--- config.mk ---
export PLATFORM = sky130hd
export DESIGN_NAME = flit_arbiter
export DESIGN_NICKNAME = d
export VERILOG_FILES = /design/src/logic/noc_pkg.sv /design/src/logic/flit_arbiter.sv
export SDC_FILE = /design/constraint.sdc
export NUM_CORES = 1
export LEC_CHECK = 0
export BUFFER_PORTS_ARGS = -buffer_cell sky130_fd_sc_hd__buf_2
export CORE_ASPECT_RATIO = 1.1
export CORE_MARGIN = 5
export CORE_UTILIZATION = 41
export DETAILED_ROUTE_END_ITERATION = 6
export GPL_TIMING_DRIVEN = 0
export PLACE_DENSITY = 0.84
export SYNTH_ARGS = -nofsm -noshare
export SYNTH_HDL_FRONTEND = slang
export SYNTH_SLANG_ARGS = --single-unit
--- constraint.sdc ---
create_clock -name clk -period 3.6 [get_ports clk]
set_clock_uncertainty 0.2 [all_clocks]
set_input_delay 0.36 -clock clk [delete_from_list [all_inputs] [get_ports clk]]
set_output_delay 0.36 -clock clk [all_outputs]
set_load 0.005 [all_outputs]
--- src/logic/noc_pkg.sv ---
package noc_pkg;

    //////////////////////////////////////////////////
    // network and packet geometry
    //////////////////////////////////////////////////

    localparam int NODE_COUNT   = 8;
    localparam int NODE_W       = $clog2(NODE_COUNT);
    localparam int ID_W         = 5;
    localparam int DATA_W       = 17;
    localparam int FRAG_COUNT   = 4;
    localparam int FRAG_W       = $clog2(FRAG_COUNT);
    localparam int PACKET_W     = DATA_W * FRAG_COUNT;   // fragment 0 holds the top bits

    localparam int SOURCE_COUNT = 4;
    localparam int SRC_W        = $clog2(SOURCE_COUNT);  // width of a splitter index

    //////////////////////////////////////////////////
    // flit layout, low bits first
    //////////////////////////////////////////////////

    localparam int FRAG_LSB  = 0;
    localparam int START_LSB = FRAG_LSB + FRAG_W;
    localparam int ID_LSB    = START_LSB + NODE_W;
    localparam int DATA_LSB  = ID_LSB + ID_W;
    localparam int DEST_LSB  = DATA_LSB + DATA_W;
    localparam int VALID_BIT = DEST_LSB + NODE_W;
    localparam int FLIT_W    = VALID_BIT + 1;           // 31 bits with the default widths

endpackage

--- src/logic/flit_arbiter.sv ---
`timescale 1ns/1ns

module flit_arbiter
    import noc_pkg::*;
(
    input  logic                                 clk,
    input  logic                                 rst_n,
    input  logic                                 ce,
    input  logic [SOURCE_COUNT-1:0]              req,
    input  logic [SOURCE_COUNT-1:0][FLIT_W-1:0]  flit_in,
    output logic [SOURCE_COUNT-1:0]              grant,
    output logic                                 merged_valid,
    output logic [FLIT_W-1:0]                    merged_flit
);

    logic [SRC_W-1:0] last_ptr;
    logic [SRC_W-1:0] grant_idx;
    logic             found;

    //////////////////////////////////////////////////
    // round-robin search
    //////////////////////////////////////////////////

    // the search starts one past the last granted source
    always_comb begin
        int idx;

        grant     = '0;
        grant_idx = last_ptr;
        found     = 1'b0;
        idx       = 0;
        if (ce) begin                                            // nothing is granted while ce is low
            for (int off = 1; off <= SOURCE_COUNT; off++) begin
                idx = (int'(last_ptr) + off) % SOURCE_COUNT;
                if (!found && req[idx]) begin
                    found     = 1'b1;
                    grant_idx = SRC_W'(idx);
                end
            end
        end
        if (found) begin
            grant[grant_idx] = 1'b1;
        end
    end

    //////////////////////////////////////////////////
    // merged stream register
    //////////////////////////////////////////////////

    always_ff @(posedge clk or negedge rst_n) begin
        if (!rst_n) begin
            last_ptr     <= SRC_W'(SOURCE_COUNT - 1);            // source 0 wins first
            merged_valid <= 1'b0;
            merged_flit  <= '0;
        end else if (ce) begin                                   // an in-flight flit is held while ce is low
            merged_valid <= found;
            merged_flit  <= {found, flit_in[grant_idx][VALID_BIT-1:0]};
            if (found) begin
                last_ptr <= grant_idx;                           // rotate only on a real grant
            end
        end
    end

endmodule

==> reports/summary.txt <==
Via/cell ratio - 5.196
Fin. Hold Viols - 0
Ranking of synthesized cells by area - dfrtp_1 (33%), mux2i_1 (26%), a221oi_2 (17%)
Most instantiated cells after synthesis - mux2i_1 (60), dfrtp_1 (31), nor2_1 (31)
Dpl hpwl - 5699 um
Main synth FF type - dfrtp_1
# rows - 28
#FFs+latches synth - 33
Slew headroom - 48.65%
Overflow after GRT - 0
Mapped Nets - 339
Status - finished clean
Ratio of cells with drive above 1 in the final layout - 55.56%
Register clock-pin slew on the reported worst setup and hold paths - 0.07 ns
CP Launch Type - register
Largest net degree at the start of global routing - 34
Clk sinks - 33
Synth Area in Adders - 0%
Clock Tree Buf Depth - 2
Setup crit end kind - output port
I/O pin cnt - 167
TritonCTS Buffers - 5
Non-filler cells, final - 453
TritonCTS clock tree - done
Total die area - 0.007305 mm2
Diodes inserted - 0
1st-pass router iterations - 5
Final Critical Period - 3.262 ns
Post-Route WL - 7113 um
Cells after synthesis - 208
Most instantiated library cell after synthesis - mux2i_1
Via count - 2,354
Final period util - 90.61%
Share of the synthesized area in the top cell type - 33.23%
Compound-cell area share of the yosys netlist - 21.70%
DRC - 0
CTS HTree Levels - 2
RSZ-0062 raised after global routing - false
Mux contribution to synthesized area - 25.72%
IO Port Bufs - 161
PD cells - 771.2 mW/mm2
HP Class - in -> reg
DR WL/cell - 15.70 um
Root Buffer - clkbuf_8
RePlAce Congestion - 0.8015
DRT antenna net count - 0
Worst hold margin - 0.2175 ns
CP Class - reg -> out
Leading area contributor after synthesis - dfrtp_1
Die span in y - 89.15 um
Max VDD drop - 0.3704 mV
First-pass GRT wire length - 11,210 um
Fmax - 0.3066 GHz
Worst slew pin tran - 0.7702 ns
Placed Cells - 444
Synth Area in XOR/XNOR - 1.179%
Lkg Pwr - 1.701 nW
Layout area overhead - 42.50%
Yosys warnings - 0
Final nets - 508
Max-cap violations - 0
Mean Syn Cell Area - 11.22 um2
Initial Util - 42.72%
Post-synth EDFFs - 0
Post-synth ARST share - 100.0%
Vias in the first global route - 2,380
Mapped Area - 0.002335 mm2
Crit path max fanout - 10
Total negative slack - 0 ns
# setup viols final - 0
Die X - 81.95 um
Initial drt markers - 71
Total GRT Usage - 19.86%
WP data arrival - 2.70 ns
Sequential area share after synthesis - 35.48%
Max-slew violations - 0
Largest family of logic cells by synthesized area - multiplexers
Skew-Pair Late Insertion Delay - 0.27 ns
WP data required - 3.04 ns
Post-CTS Setup Bufs - 0
Initial antenna violation count - 0
Core Area - 0.005465 mm2
Distinct cell type count after synthesis - 30
Synth Area in Simple Gates - 10.56%
[final timing paths]
path,from,to,slack (ns),cells after the start
max,last_ptr[1]$_DFFE_PN1P_,grant[2],0.34,8
min,flit_in[39],merged_flit[8]$_DFFE_PN0P_,0.22,3
max reg2reg,last_ptr[0]$_DFFE_PN1P_,merged_flit[5]$_DFFE_PN0P_,0.71,8
min reg2reg,merged_flit[8]$_DFFE_PN0P_,merged_flit[8]$_DFFE_PN0P_,0.35,2
max in group asynchronous,rst_n,merged_flit[18]$_DFFE_PN0P_,2.24,2
min in group asynchronous,rst_n,merged_flit[3]$_DFFE_PN0P_,0.48,2
[cells by family after synthesis]
group	after synthesis
flip-flops	33
multiplexers	60
AND/OR/NAND/NOR	49
XOR/XNOR	1
AO/OA/AOI/OAI	42
buffers and inverters	23
[flip-flops by register name, indices dropped and copies added (netlist names)]
name and count:
last_ptr 2, merged_valid 1, merged_flit 30
[report_power, final]
group	internal (mW)	switching (mW)	total [mW]
clock network	0.134	0.137	0.271
registers	0.559	0.104	0.662
logic	0.795	0.837	1.63
total	1.49	1.08	2.57
[area by class of cell]
type                    count  area (um2)
fillers                   460        2138
multi-input cells         152        1381
flip-flops and latches     33       828.3
repair buffers            162       815.8
plain buffers              19       110.1
well taps                  75       93.84
clock buffers               6       72.57
inverters                   4       15.01
clock inverters             2       10.01
[stage by stage]
step	instance area, um2	setup WS, ns	util, %	power (mW)
4_1_cts	3327	0.3377	60.87	2.598
5_1_grt	3327	0.1466	60.87	2.759
3_5_place_dp	3234	0.5728	59.18	2.321
6_report	3327	0.3380	60.87	2.566
3_3_place_gp	3234	0.6174	59.18	2.274
2_1_floorplan	2335	0.9707	-	1.834
[timing repair]
item / CTS / global route
hold buffers: 1 / 0
endpoints found under the hold margin: 31 / 0
resized for setup: 0 / 0
[per-layer routing]
metal	global-route usage, %	wire (um)	vias to the layer above
li1	-	-	1133
met1	23.03	2685	1110
met2	37.11	3737	101
met3	4.335	621	10
met4	4.230	69	0
met5	0	0	-
[worst max-delay path: stages, from the launching register on]
cell,delay (ns)
dfstp_2,0.40
or4b_1,0.53
o21ai_1,0.22
nand4b_2,0.22
xor2_4,0.38
buf_4,0.29
inv_2,0.06
nor3b_1,0.19
buf_2,0.14
[cell usage in the layout, fill, tap and decap left out, types with 2 or more instances in the layout]
cell	n
a21oi_1	2
a221oi_1	3
a221oi_2	27
and3b_1	2
buf_2	162
buf_4	4
buf_6	3
clkbuf_1	12
clkbuf_8	5
clkinv_2	2
dfrtp_1	31
dfstp_2	2
inv_1	3
mux2i_1	60
nor2_1	31
nor3_1	4
nor3b_1	6
o21ai_0	2
o21ai_1	2
or2_2	2
Power figures use the tool's default switching activity.
