## src/logic/noc_pkg.sv

```systemverilog
package noc_pkg;

    //////////////////////////////////////////////////
    // network and packet geometry
    //////////////////////////////////////////////////

    localparam int NODE_COUNT   = 8;
    localparam int NODE_W       = $clog2(NODE_COUNT);
    localparam int ID_W         = 5;
    localparam int DATA_W       = 17;
    localparam int FRAG_COUNT   = 4;
    localparam int FRAG_W       = $clog2(FRAG_COUNT);
    localparam int PACKET_W     = DATA_W * FRAG_COUNT;   // fragment 0 holds the top bits

    localparam int SOURCE_COUNT = 4;
    localparam int SRC_W        = $clog2(SOURCE_COUNT);  // width of a splitter index

    //////////////////////////////////////////////////
    // flit layout, low bits first
    //////////////////////////////////////////////////

    localparam int FRAG_LSB  = 0;
    localparam int START_LSB = FRAG_LSB + FRAG_W;
    localparam int ID_LSB    = START_LSB + NODE_W;
    localparam int DATA_LSB  = ID_LSB + ID_W;
    localparam int DEST_LSB  = DATA_LSB + DATA_W;
    localparam int VALID_BIT = DEST_LSB + NODE_W;
    localparam int FLIT_W    = VALID_BIT + 1;           // 31 bits with the default widths

endpackage

```

## src/logic/packet_splitter.sv

```systemverilog
`timescale 1ns/1ns

module packet_splitter
    import noc_pkg::*;
#(
    parameter int NODE_ID = 0
) (
    input  logic                clk,
    input  logic                rst_n,
    input  logic                send_valid,
    input  logic [PACKET_W-1:0] send_packet,
    input  logic [NODE_W-1:0]   send_dest,
    input  logic [ID_W-1:0]     send_id,
    input  logic                grant,
    output logic                busy,
    output logic                flit_req,
    output logic [FLIT_W-1:0]   flit
);

    logic                active;
    logic [FRAG_W-1:0]   frag_idx;
    logic                accept;
    logic                last_frag;

    logic [PACKET_W-1:0] packet_q;
    logic [NODE_W-1:0]   dest_q;
    logic [ID_W-1:0]     id_q;
    logic [DATA_W-1:0]   frag_data;

    assign accept    = send_valid && !active;                    // only sampled while idle
    assign last_frag = (frag_idx == FRAG_W'(FRAG_COUNT - 1));

    //////////////////////////////////////////////////
    // fragment sequencing
    //////////////////////////////////////////////////

    always_ff @(posedge clk or negedge rst_n) begin
        if (!rst_n) begin
            active   <= 1'b0;
            frag_idx <= '0;
        end else if (accept) begin
            active   <= 1'b1;
            frag_idx <= '0;
        end else if (active && grant) begin
            frag_idx <= frag_idx + 1'b1;
            if (last_frag) begin
                active <= 1'b0;                                  // idle again after the last flit
            end
        end
    end

    always_ff @(posedge clk) begin
        if (accept) begin
            packet_q <= send_packet;
            dest_q   <= send_dest;
            id_q     <= send_id;
        end
    end

    //////////////////////////////////////////////////
    // flit assembly
    //////////////////////////////////////////////////

    always_comb begin
        frag_data = packet_q[PACKET_W - 1 - DATA_W * int'(frag_idx) -: DATA_W];
    end

    always_comb begin
        flit                         = '0;
        flit[VALID_BIT]              = active;
        flit[DEST_LSB +: NODE_W]     = dest_q;
        flit[DATA_LSB +: DATA_W]     = frag_data;
        flit[ID_LSB +: ID_W]         = id_q;
        flit[START_LSB +: NODE_W]    = NODE_W'(NODE_ID);
        flit[FRAG_LSB +: FRAG_W]     = frag_idx;
    end

    assign busy     = active;
    assign flit_req = active;                                    // request stays up for all fragments

endmodule

```

## config.mk

```make
export PLATFORM = sky130hd
export DESIGN_NAME = packet_splitter
export DESIGN_NICKNAME = d
export VERILOG_FILES = /design/src/logic/noc_pkg.sv /design/src/logic/packet_splitter.sv
export SDC_FILE = /design/constraint.sdc
export NUM_CORES = 1
export LEC_CHECK = 0
export ABC_AREA = 1
export ABC_CLOCK_PERIOD_IN_PS = 10300
export BUFFER_PORTS_ARGS = -buffer_cell sky130_fd_sc_hd__buf_2
export CAP_MARGIN = 0
export CORE_MARGIN = 8
export CORE_UTILIZATION = 55
export DETAILED_ROUTE_END_ITERATION = 10
export PLACE_DENSITY_LB_ADDON = 0.15
export SLEW_MARGIN = 20
export SYNTH_ARGS = -nofsm -noshare
export SYNTH_HDL_FRONTEND = slang
export SYNTH_SLANG_ARGS = --single-unit
export TNS_END_PERCENT = 1
```

## constraint.sdc

```tcl
create_clock -name clk -period 10.3 [get_ports clk]
set_input_delay 0.515 -clock clk [delete_from_list [all_inputs] [get_ports clk]]
set_output_delay 0.515 -clock clk [all_outputs]
set_load 0.01 [all_outputs]
```

==> results by group, run 1 <==
Status
  – Status: completed

Worst setup path
  – Data arrival, critical path: 3440 ps
  – Reg2Reg Depth: 5
  – R2r setup slk: 7730 ps
  – Worst r2r dst: frag_idx[1]$_DFFE_PN0P_
  – Crit path from: frag_idx[1]$_DFFE_PN0P_
  – CP max FO: 43
  – CP Class: reg -> out
  – CP Capture Type: output port
  – Startpoint Class: flop
  – Reg2reg start: frag_idx[1]$_DFFE_PN0P_
  – Worst Path Required: 9790 ps
  – Crit path to: flit[23]

Synth
  – Mapped Cells: 441
  – Post-synthesis sequential area ratio: 0.564
  – Post-Syn Area: 4180 sq um
  – Syn avg cell area: 9.48 sq um
  – Synth warn: 0
  – Number of distinct library cells after synthesis: 31
  – Yosys reg bits: 79

Detailed routing
  – Detailed-route wire length: 11.3 mm
  – DRC violation count after routing: 0
  – WL per Instance: 17.5 microns
  – Detail Route Antenna Nets: 0
  – Pre-antenna DRT Iters: 5
  – DR vias: 3528
  – Vias per cell: 5.49
  – 1st-iter DRT viols: 280

STA
  – RSZ-0062 raised after global routing: false
  – Clock Skew: 8.31 ps
  – Final min period: 3960 ps
  – Crit share post-route: 0.384
  – Max Freq: 0.253 GHz
  – Final hold viol count: 0
  – Slew Viols, Final: 0
  – Sum Neg Setup Slack: 0 ps
  – Relative slew slack: 0.383
  – Slew @ Worst Pin: 926 ps
  – Hold WS: 326 ps
  – Final setup violation count: 0

Power
  – Clk network pwr share: 0.144
  – Lkg Pwr: 2.11 nW
  – Pwr dens: 299 nW/um^2
  – Register share of total power: 0.293
  – Power Internal: 0.746 mW
  – Combinational share of power: 0.563
  – Max VDD drop: 0.125 mV
  – NetSw: 0.702 mW
  – Switching share of power: 0.485

Floorplan
  – DIE AREA: 10600 sq um
  – IO Count: 113
  – Starting Density: 0.573
  – Die height: 103 microns
  – Row Count: 31
  – Core box area: 7290 sq um
  – Die Width: 103 microns

Global routing
  – Global routing usage on met1: 0.283
  – Global route overflow: 0
  – Largest net degree at the start of global routing: 77
  – GR Util met2: 0.344
  – First-pass GRT wire length: 17.7 mm
  – Antenna violations before repair: 0
  – GR peak layer: met2
  – Vias in the first global route: 3571
  – Gr usage total: 0.221
  – Met3 usage: 0.0622

Job
  – Max_cap viols: 0

Finish
  – Ant diodes: 0
  – Nets: 621
  – Synthesis-to-layout area growth: 15.6%
  – Most common cell after layout, fill and taps aside: nand2_1
  – Fillers: 657
  – Most frequent cells in the layout: nand2_1 (166), buf_2 (109), edfxtp_1 (76)
  – Share of layout cells above drive strength 1: 0.263

Placed design
  – Routability cong.: 0.918
  – Port Buffer Count: 109
  – Post-detail-place hpwl: 8.13 mm

Clock tree
  – Root Driver: clkbuf_8
  – CTS clk-pin slew, worst paths: 90 ps
  – Max Root-Sink Buffers: 2
  – Clk sink count: 79
  – CTS Buf Count: 9
  – CTS tree: built
  – Post-CTS sizing: 0
  – Clk_lat worst skew: 360 ps
  – H-tree depth: 3
  – # hold bufs at CTS: 1
  – Post-CTS setup buffers: 0

Worst hold path
  – Class of the worst hold path: in -> reg
-- cells in the mapped netlist --
master | number | area share
nand2_1 | 166 | 0.15
edfxtp_1 | 76 | 0.55
nand3_1 | 51 | 0.061
o21ai_0 | 24 | 0.029
inv_1 | 18 | 0.016
o211ai_1 | 13 | 0.023
nor2_1 | 12 | 0.011
o21ai_1 | 12 | 0.014
buf_4 | 10 | 0.018
mux2i_1 | 10 | 0.024
buf_6 | 9 | 0.024
buf_2 | 7 | 0.0084
a21oi_1 | 4 | 0.0048
dfrtp_1 | 3 | 0.018
nand2_2 | 3 | 0.0045
nor2_2 | 3 | 0.0045
o22ai_1 | 3 | 0.0045
buf_8 | 2 | 0.0072
ha_1 | 2 | 0.0060
inv_2 | 2 | 0.0018
conb_1 | 1 | 0.00090
inv_4 | 1 | 0.0015
nand2_8 | 1 | 0.0048
nand4_1 | 1 | 0.0015
nor2_4 | 1 | 0.0027
nor3_1 | 1 | 0.0012
nor3_4 | 1 | 0.0039
o2111ai_1 | 1 | 0.0021
o211ai_2 | 1 | 0.0030
o21ai_2 | 1 | 0.0021
or2_0 | 1 | 0.0015
-- layer usage --
metal | vias to the layer above | wire, microns
met5 | - | 0
met2 | 174 | 5150
met1 | 1638 | 4780
met4 | 0 | 266
met3 | 19 | 1070
li1 | 1697 | -
-- how the worst min path moves through the flow --
stage	depth (start not counted)	start	to
5_1_grt	1	send_dest[0]	dest_q[0]$_DFFE_PP_
2_1_floorplan	0	rst_n	busy$_DFFE_PN0P_
3_3_place_gp	1	rst_n	frag_idx[1]$_DFFE_PN0P_
3_5_place_dp	1	rst_n	busy$_DFFE_PN0P_
6_report	1	send_packet[16]	packet_q[16]$_DFFE_PP_
4_1_cts	1	send_packet[16]	packet_q[16]$_DFFE_PP_
-- flip-flops by register name, indices dropped and copies added, names as in the netlist --
signal,flops
packet_q,68
id_q,5
dest_q,3
frag_idx,2
busy,1
-- power groups by stage --
stage,Clock (mW),Combinational (mW),Sequential [mW]
floorplan,0,0.598,0.436
global placement,0,0.796,0.430
detailed placement,0,0.804,0.430
CTS,0.216,0.806,0.423
global route,0.228,0.904,0.427
finish,0.209,0.815,0.424
-- final cells by class --
cell class,count,area (sq um),share of cell area
sequential,79,2360,0.488
multi-input combinational,315,1520,0.314
timing repair buffer,113,578,0.120
clock buffer,9,124,0.0256
tap,99,124,0.0256
inverter,21,81.3,0.0168
clock inverter,7,53.8,0.0111
-- worst max-delay path, cell delays in order, from the launching register on --
cell and delay, ps:
dfrtp_1 330, buf_4 400, inv_2 380, ha_1 690, nor2_2 600, nand2_1 100, o211ai_1 110, nand2_1 70
nand2_1 110, nand2_1 70, nand2_1 80, buf_2 130
-- stage by stage --
step	power [mW]	std cells	utilization	instance area [sq um]	setup WS, ps
final	1.45	643	0.663	4840	6340
after global routing	1.56	643	0.663	4840	6110
after CTS	1.45	643	0.663	4840	6430
after detailed placement	1.23	626	0.637	4650	6820
after global placement	1.23	626	0.637	4650	6900
after floorplan	1.03	443	-	4190	6030
-- cells by family after synthesis --
kind of cell / share of synthesized area
AOI/OAI and AO/OA: 0.0829
adders and majority gates: 0.00598
buffers and inverters: 0.0772
DFF: 0.564
muxes: 0.0239
other: 0.000897
and+or+nand+nor: 0.245
No activity file was read; power rests on OpenSTA's default activity.
==> inputs of run 2 (changes only) <==
ABC_CLOCK_PERIOD_IN_PS = 3210   (was 10300)
CORE_UTILIZATION = 48   (was 55)
clock period = 3.21 ns   (was 10.3 ns; I/O delays follow)
==> run 2 against run 1 <==
Critical path type unchanged. Flip-flop and latch count did not move. Highest routed layer unchanged. Sequential share of layout area is 7.1 points lower. Worst setup slack got worse by 5900 ps. Final cell count rose by 14%. First-iteration DRC count is 9.3% higher. Count of clock-buffer cells in the layout unchanged. Power rose to 3.3 times the previous value. Non-clock buffer count increased by 82. Sequential power increased to 3.3 times the previous value. Clock skew grew 5.6 ps. Via count increased by 8.7%. Critical path depth down 3.
==> results by group, run 2 (synthesis gave the netlist of run 1 again) <==
Floorplan
  – Row Count: 34
  – Die height: 109 microns
  – Core box area: 8590 sq um
  – IO Count: 113
  – Starting Density: 0.487
  – Die Width: 109 microns
  – DIE AREA: 12000 sq um

Power
  – Clk network pwr share: 0.144
  – Max VDD drop: 0.419 mV
  – Pwr dens: 845 nW/um^2
  – NetSw: 2.28 mW
  – Combinational share of power: 0.563
  – Power Internal: 2.50 mW
  – Lkg Pwr: 2.46 nW
  – Register share of total power: 0.293
  – Switching share of power: 0.477

Worst setup path
  – CP max FO: 16
  – CP Buf/Inv Count: 2
  – CP Capture Type: output port
  – Slowest-stage cell, CP: dfrtp_2
  – Data arrival, critical path: 2620 ps
  – Worst Path Required: 3050 ps
  – Crit path largest cell delay: 600 ps
  – Cells along the critical path: inv_4 -> ha_1 -> nor2_2 -> o21ai_0 -> o21ai_0 -> nand2_1 -> nand2_1 -> buf_2
  – Startpoint Class: flop
  – Critical path's top delay family: simple AND/OR/NAND/NOR gates
  – CP Class: reg -> out

STA
  – Final min period: 2780 ps
  – Crit share post-route: 0.865
  – Clock Skew: 13.9 ps
  – RSZ-0062 raised after global routing: false
  – Max Freq: 0.360 GHz
  – Slew Viols, Final: 0
  – Final setup violation count: 0
  – Final hold viol count: 0
  – Slew @ Worst Pin: 737 ps
  – Hold WS: 65.5 ps
  – Relative slew slack: 0.508
  – Sum Neg Setup Slack: 0 ps
  – Worst setup margin: 433 ps

Finish
  – Share of layout cells above drive strength 1: 0.238
  – Largest register FFs: 68
  – Post-layout util: 0.658
  – Fin area: 5660 sq um
  – Fillers: 730
  – Synthesis-to-layout area growth: 35.2%
  – Sequential Area: 2360 sq um
  – Most common cell after layout, fill and taps aside: nand2_1
  – Most frequent cells in the layout: nand2_1 (166), buf_2 (109), dlygate4sd3_1 (77)
  – Reg with most FFs: packet_q
  – Ant diodes: 0
  – Multi-input logic area: 1520 sq um
  – Largest regs: packet_q x68, id_q x5, dest_q x3
  – Nets: 703

Detailed routing
  – WL per Instance: 17.4 microns
  – Detail Route Antenna Nets: 0
  – DR vias: 3835
  – DRC violation count after routing: 0
  – 1st-iter DRT viols: 306
  – Vias per cell: 5.22
  – Pre-antenna DRT Iters: 5
  – Detailed-route wire length: 12.8 mm

Placed design
  – Post-detail-place hpwl: 8.61 mm
  – Area after DPL: 4700 sq um
  – Port Buffer Count: 109
  – Routability cong.: 0.941
  – Setup WS pre-CTS: 825 ps

Global routing
  – Largest net degree at the start of global routing: 43
  – GR peak layer: met2
  – First-pass GRT wire length: 19.7 mm
  – Met3 usage: 0.0610
  – Antenna violations before repair: 0
  – GR Util met2: 0.349
  – Global routing usage on met1: 0.272
  – Global route overflow: 0
  – Gr usage total: 0.215
  – Vias in the first global route: 3946

Clock tree
  – Max Root-Sink Buffers: 2
  – CTS Buf Count: 9
  – Root Driver: clkbuf_8
  – Clk_lat worst skew: 350 ps
  – CTS clk-pin slew, worst paths: 80 ps
  – Clk sink count: 79
  – H-tree depth: 3
  – CTS tree: built
  – Post-CTS sizing: 0

Status
  – Status: completed

Worst hold path
  – Class of the worst hold path: in -> reg

Job
  – Max_cap viols: 0
run 2: cell count changes in the layout (fill, tap and decap cells not counted):
cell and change:
inv_8 +1, inv_6 -2, buf_4 +6, clkinv_4 +1
dlygate4sd3_1 +76
run 2: what timing repair did:
action / in CTS / in global routing
buffers inserted: 0 / 0
hold buffers: 77 / 0
endpoints found under the hold margin: 79 / 0
run 2: power groups by stage:
stage | Combinational, mW | Sequential (mW) | Clock (mW)
floorplan | 1.92 | 1.39 | 0
global placement | 2.57 | 1.42 | 0
detailed placement | 2.57 | 1.42 | 0
CTS | 2.65 | 1.40 | 0.706
global route | 2.98 | 1.41 | 0.735
finish | 2.69 | 1.40 | 0.688
run 2: worst register-to-register path, delay by kind of cell (launching register included):
family          cells  cell delay [ps]
compound gates      1              180
flops               1              600
fa+ha+maj           1              590
buf+inv             3              440
run 2: layout make-up:
cell class | count | share of cell area
clock buffer | 9 | 0.0219
clock inverter | 7 | 0.00996
inverter | 21 | 0.0144
multi-input combinational | 315 | 0.268
sequential | 79 | 0.417
tap | 108 | 0.0239
timing repair buffer | 195 | 0.245
run 2: metal layers:
layer / up-vias / share of wire
met4: 0 / 0.016
met2: 166 / 0.48
met1: 1786 / 0.42
met5: - / 0
li1: 1866 / -
met3: 17 / 0.081
run 2: final timing paths:
path / start / endpoint / slack [ps] / cells past startpoint
worst min register to register: busy$_DFFE_PN0P_ / busy$_DFFE_PN0P_ / 710 / 2
min in group asynchronous: rst_n / busy$_DFFE_PN0P_ / 140 / 2
worst max register to register: frag_idx[0]$_DFFE_PN0P_ / frag_idx[1]$_DFFE_PN0P_ / 1330 / 5
worst min-delay path: send_valid / busy$_DFFE_PN0P_ / 70 / 3
max in group asynchronous: rst_n / frag_idx[0]$_DFFE_PN0P_ / 2960 / 2
worst max-delay path: frag_idx[0]$_DFFE_PN0P_ / flit[11] / 430 / 8
run 2: metrics by stage:
stage                     power (mW)  std cells
after floorplan                 3.31        443
after global placement          3.99        641
after detailed placement        3.99        641
after CTS                       4.75        734
after global routing            5.13        734
final                           4.78        734
==> inputs of run 3 (changes only) <==
RECOVER_POWER = 25   (was not set)
==> run 3 against run 2 <==
Global-route usage unchanged. Sequential share of layout area about the same. Sequential power is essentially flat. Flip-flop and latch count unchanged. Non-clock buffer count stayed put. Maximum frequency fell by 0.33%. Power barely moved. Largest cell class unchanged.
==> results by group, run 3 (synthesis gave the netlist of run 1 again) <==
Clock tree
  – Clk sink count: 79
  – Clk_lat worst skew: 350 ps
  – CTS clk-pin slew, worst paths: 80 ps
  – CTS Buf Count: 9
  – Root Driver: clkbuf_8
  – CTS tree: built
  – Max Root-Sink Buffers: 2
  – H-tree depth: 3

Detailed routing
  – Vias per cell: 5.24
  – Detailed route wirelength on metal2: 6.14 mm
  – 1st-iter DRT viols: 316
  – DR vias: 3844
  – Metal1 wirelength: 5.28 mm
  – DRC violation count after routing: 0
  – Detailed-route wire length: 12.7 mm
  – WL per Instance: 17.4 microns
  – Pre-antenna DRT Iters: 5
  – Max Used Layer: met4
  – Detail Route Antenna Nets: 0
  – Metal3 WL: 1.10 mm

Finish
  – Finished Layout Cells: 734
  – Multi-input logic area: 1520 sq um
  – Post-layout util: 0.658
  – Largest regs: packet_q x68, id_q x5, dest_q x3
  – Nets: 703
  – Fillers: 729
  – Synthesis-to-layout area growth: 35.2%
  – Most common cell after layout, fill and taps aside: nand2_1
  – Share of layout cells above drive strength 1: 0.236
  – Reg with most FFs: packet_q
  – Most frequent cells in the layout: nand2_1 (166), buf_2 (108), dlygate4sd3_1 (77)
  – Ant diodes: 0
  – Largest register FFs: 68
  – Sequential Area: 2360 sq um

Floorplan
  – Starting Density: 0.487
  – IO Count: 113
  – Core box area: 8590 sq um
  – DIE AREA: 12000 sq um
  – Die height: 109 microns
  – Row Count: 34
  – Die Width: 109 microns

Placed design
  – Post-detail-place hpwl: 8.61 mm
  – Routability cong.: 0.941
  – Port Buffer Count: 109
  – Placed Cells incl. Taps: 641
  – Setup WS pre-CTS: 825 ps

Worst setup path
  – Worst r2r dst: frag_idx[1]$_DFFE_PN0P_
  – CP Capture Type: output port
  – Crit path largest cell delay: 590 ps
  – CP max FO: 16
  – WP depth: 8
  – CP Class: reg -> out
  – CP Buf/Inv Count: 2
  – Reg2reg start: frag_idx[0]$_DFFE_PN0P_
  – Slowest-stage cell, CP: dfrtp_2
  – Reg2Reg Depth: 5
  – Crit path to: flit[11]
  – Data arrival, critical path: 2630 ps
  – Critical path's top delay family: simple AND/OR/NAND/NOR gates
  – Crit path from: frag_idx[0]$_DFFE_PN0P_
  – R2r setup slk: 1340 ps
  – Worst Path Required: 3050 ps
  – Cells along the critical path: inv_4 -> ha_1 -> nor2_2 -> o21ai_0 -> o21ai_0 -> nand2_1 -> nand2_1 -> buf_2
  – Startpoint Class: flop

Worst hold path
  – Class of the worst hold path: in -> reg

STA
  – Max Freq: 0.359 GHz
  – Sum Neg Setup Slack: 0 ps
  – Final min period: 2790 ps
  – Crit share post-route: 0.868
  – Relative slew slack: 0.509
  – Worst setup margin: 424 ps
  – Slew Viols, Final: 0
  – Clock Skew: 14.2 ps
  – Final setup violation count: 0
  – Final hold viol count: 0
  – RSZ-0062 raised after global routing: false
  – Slew @ Worst Pin: 736 ps

Status
  – Status: completed

Power
  – Pwr Total: 4.77 mW
  – Pwr dens: 844 nW/um^2
  – Lkg Pwr: 2.45 nW
  – Max VDD drop: 0.418 mV

Global routing
  – Antenna violations before repair: 0
  – Gr usage total: 0.215
  – Vias in the first global route: 3946
  – First-pass GRT wire length: 19.7 mm
  – Global route overflow: 0
  – Largest net degree at the start of global routing: 43

Job
  – Max_cap viols: 0
[run 3: area by class of cell]
class,count,area share
Timing Repair Buffer,195,0.245
Tap cell,108,0.0239
Multi-Input combinational cell,315,0.268
Clock inverter,7,0.00996
Clock buffer,9,0.0219
Inverter,21,0.0144
Sequential cell,79,0.417
[run 3: report_power, final]
group          internal (mW)  switching (mW)
Sequential              1.29           0.111
Clock                  0.289           0.398
Combinational          0.923            1.77
Total                   2.50            2.27
[run 3: worst min-delay path by stage]
stage,start,endpoint,depth (start not counted)
floorplan,rst_n,busy$_DFFE_PN0P_,0
global placement,rst_n,busy$_DFFE_PN0P_,1
detailed placement,rst_n,busy$_DFFE_PN0P_,1
CTS,send_valid,busy$_DFFE_PN0P_,3
global route,send_valid,busy$_DFFE_PN0P_,3
finish,send_valid,busy$_DFFE_PN0P_,3
[run 3: what timing repair did]
item,CTS,global route
hold buffers,77,0
resized for setup,0,0
hold endpoints to repair,79,0
buffers inserted,0,0
[run 3: tightest hold or removal path: cells and delay by family]
family / cells / cell delay, ps
AOI/OAI and AO/OA: 1 / 80
buffers and inverters: 2 / 140
[run 3: stage by stage]
step / hold WS [ps] / cell area (sq um)
floorplan: -135 / 4190
global placement: -41.7 / 4700
detailed placement: -40.0 / 4700
CTS: 54.5 / 5660
global route: 75.9 / 5650
finish: 64.8 / 5650
[run 3: per-layer routing]
layer	GRT usage	up-vias
li1	-	1870
met4	0.0656	0
met5	0	-
met3	0.0610	17
met2	0.349	176
met1	0.272	1781
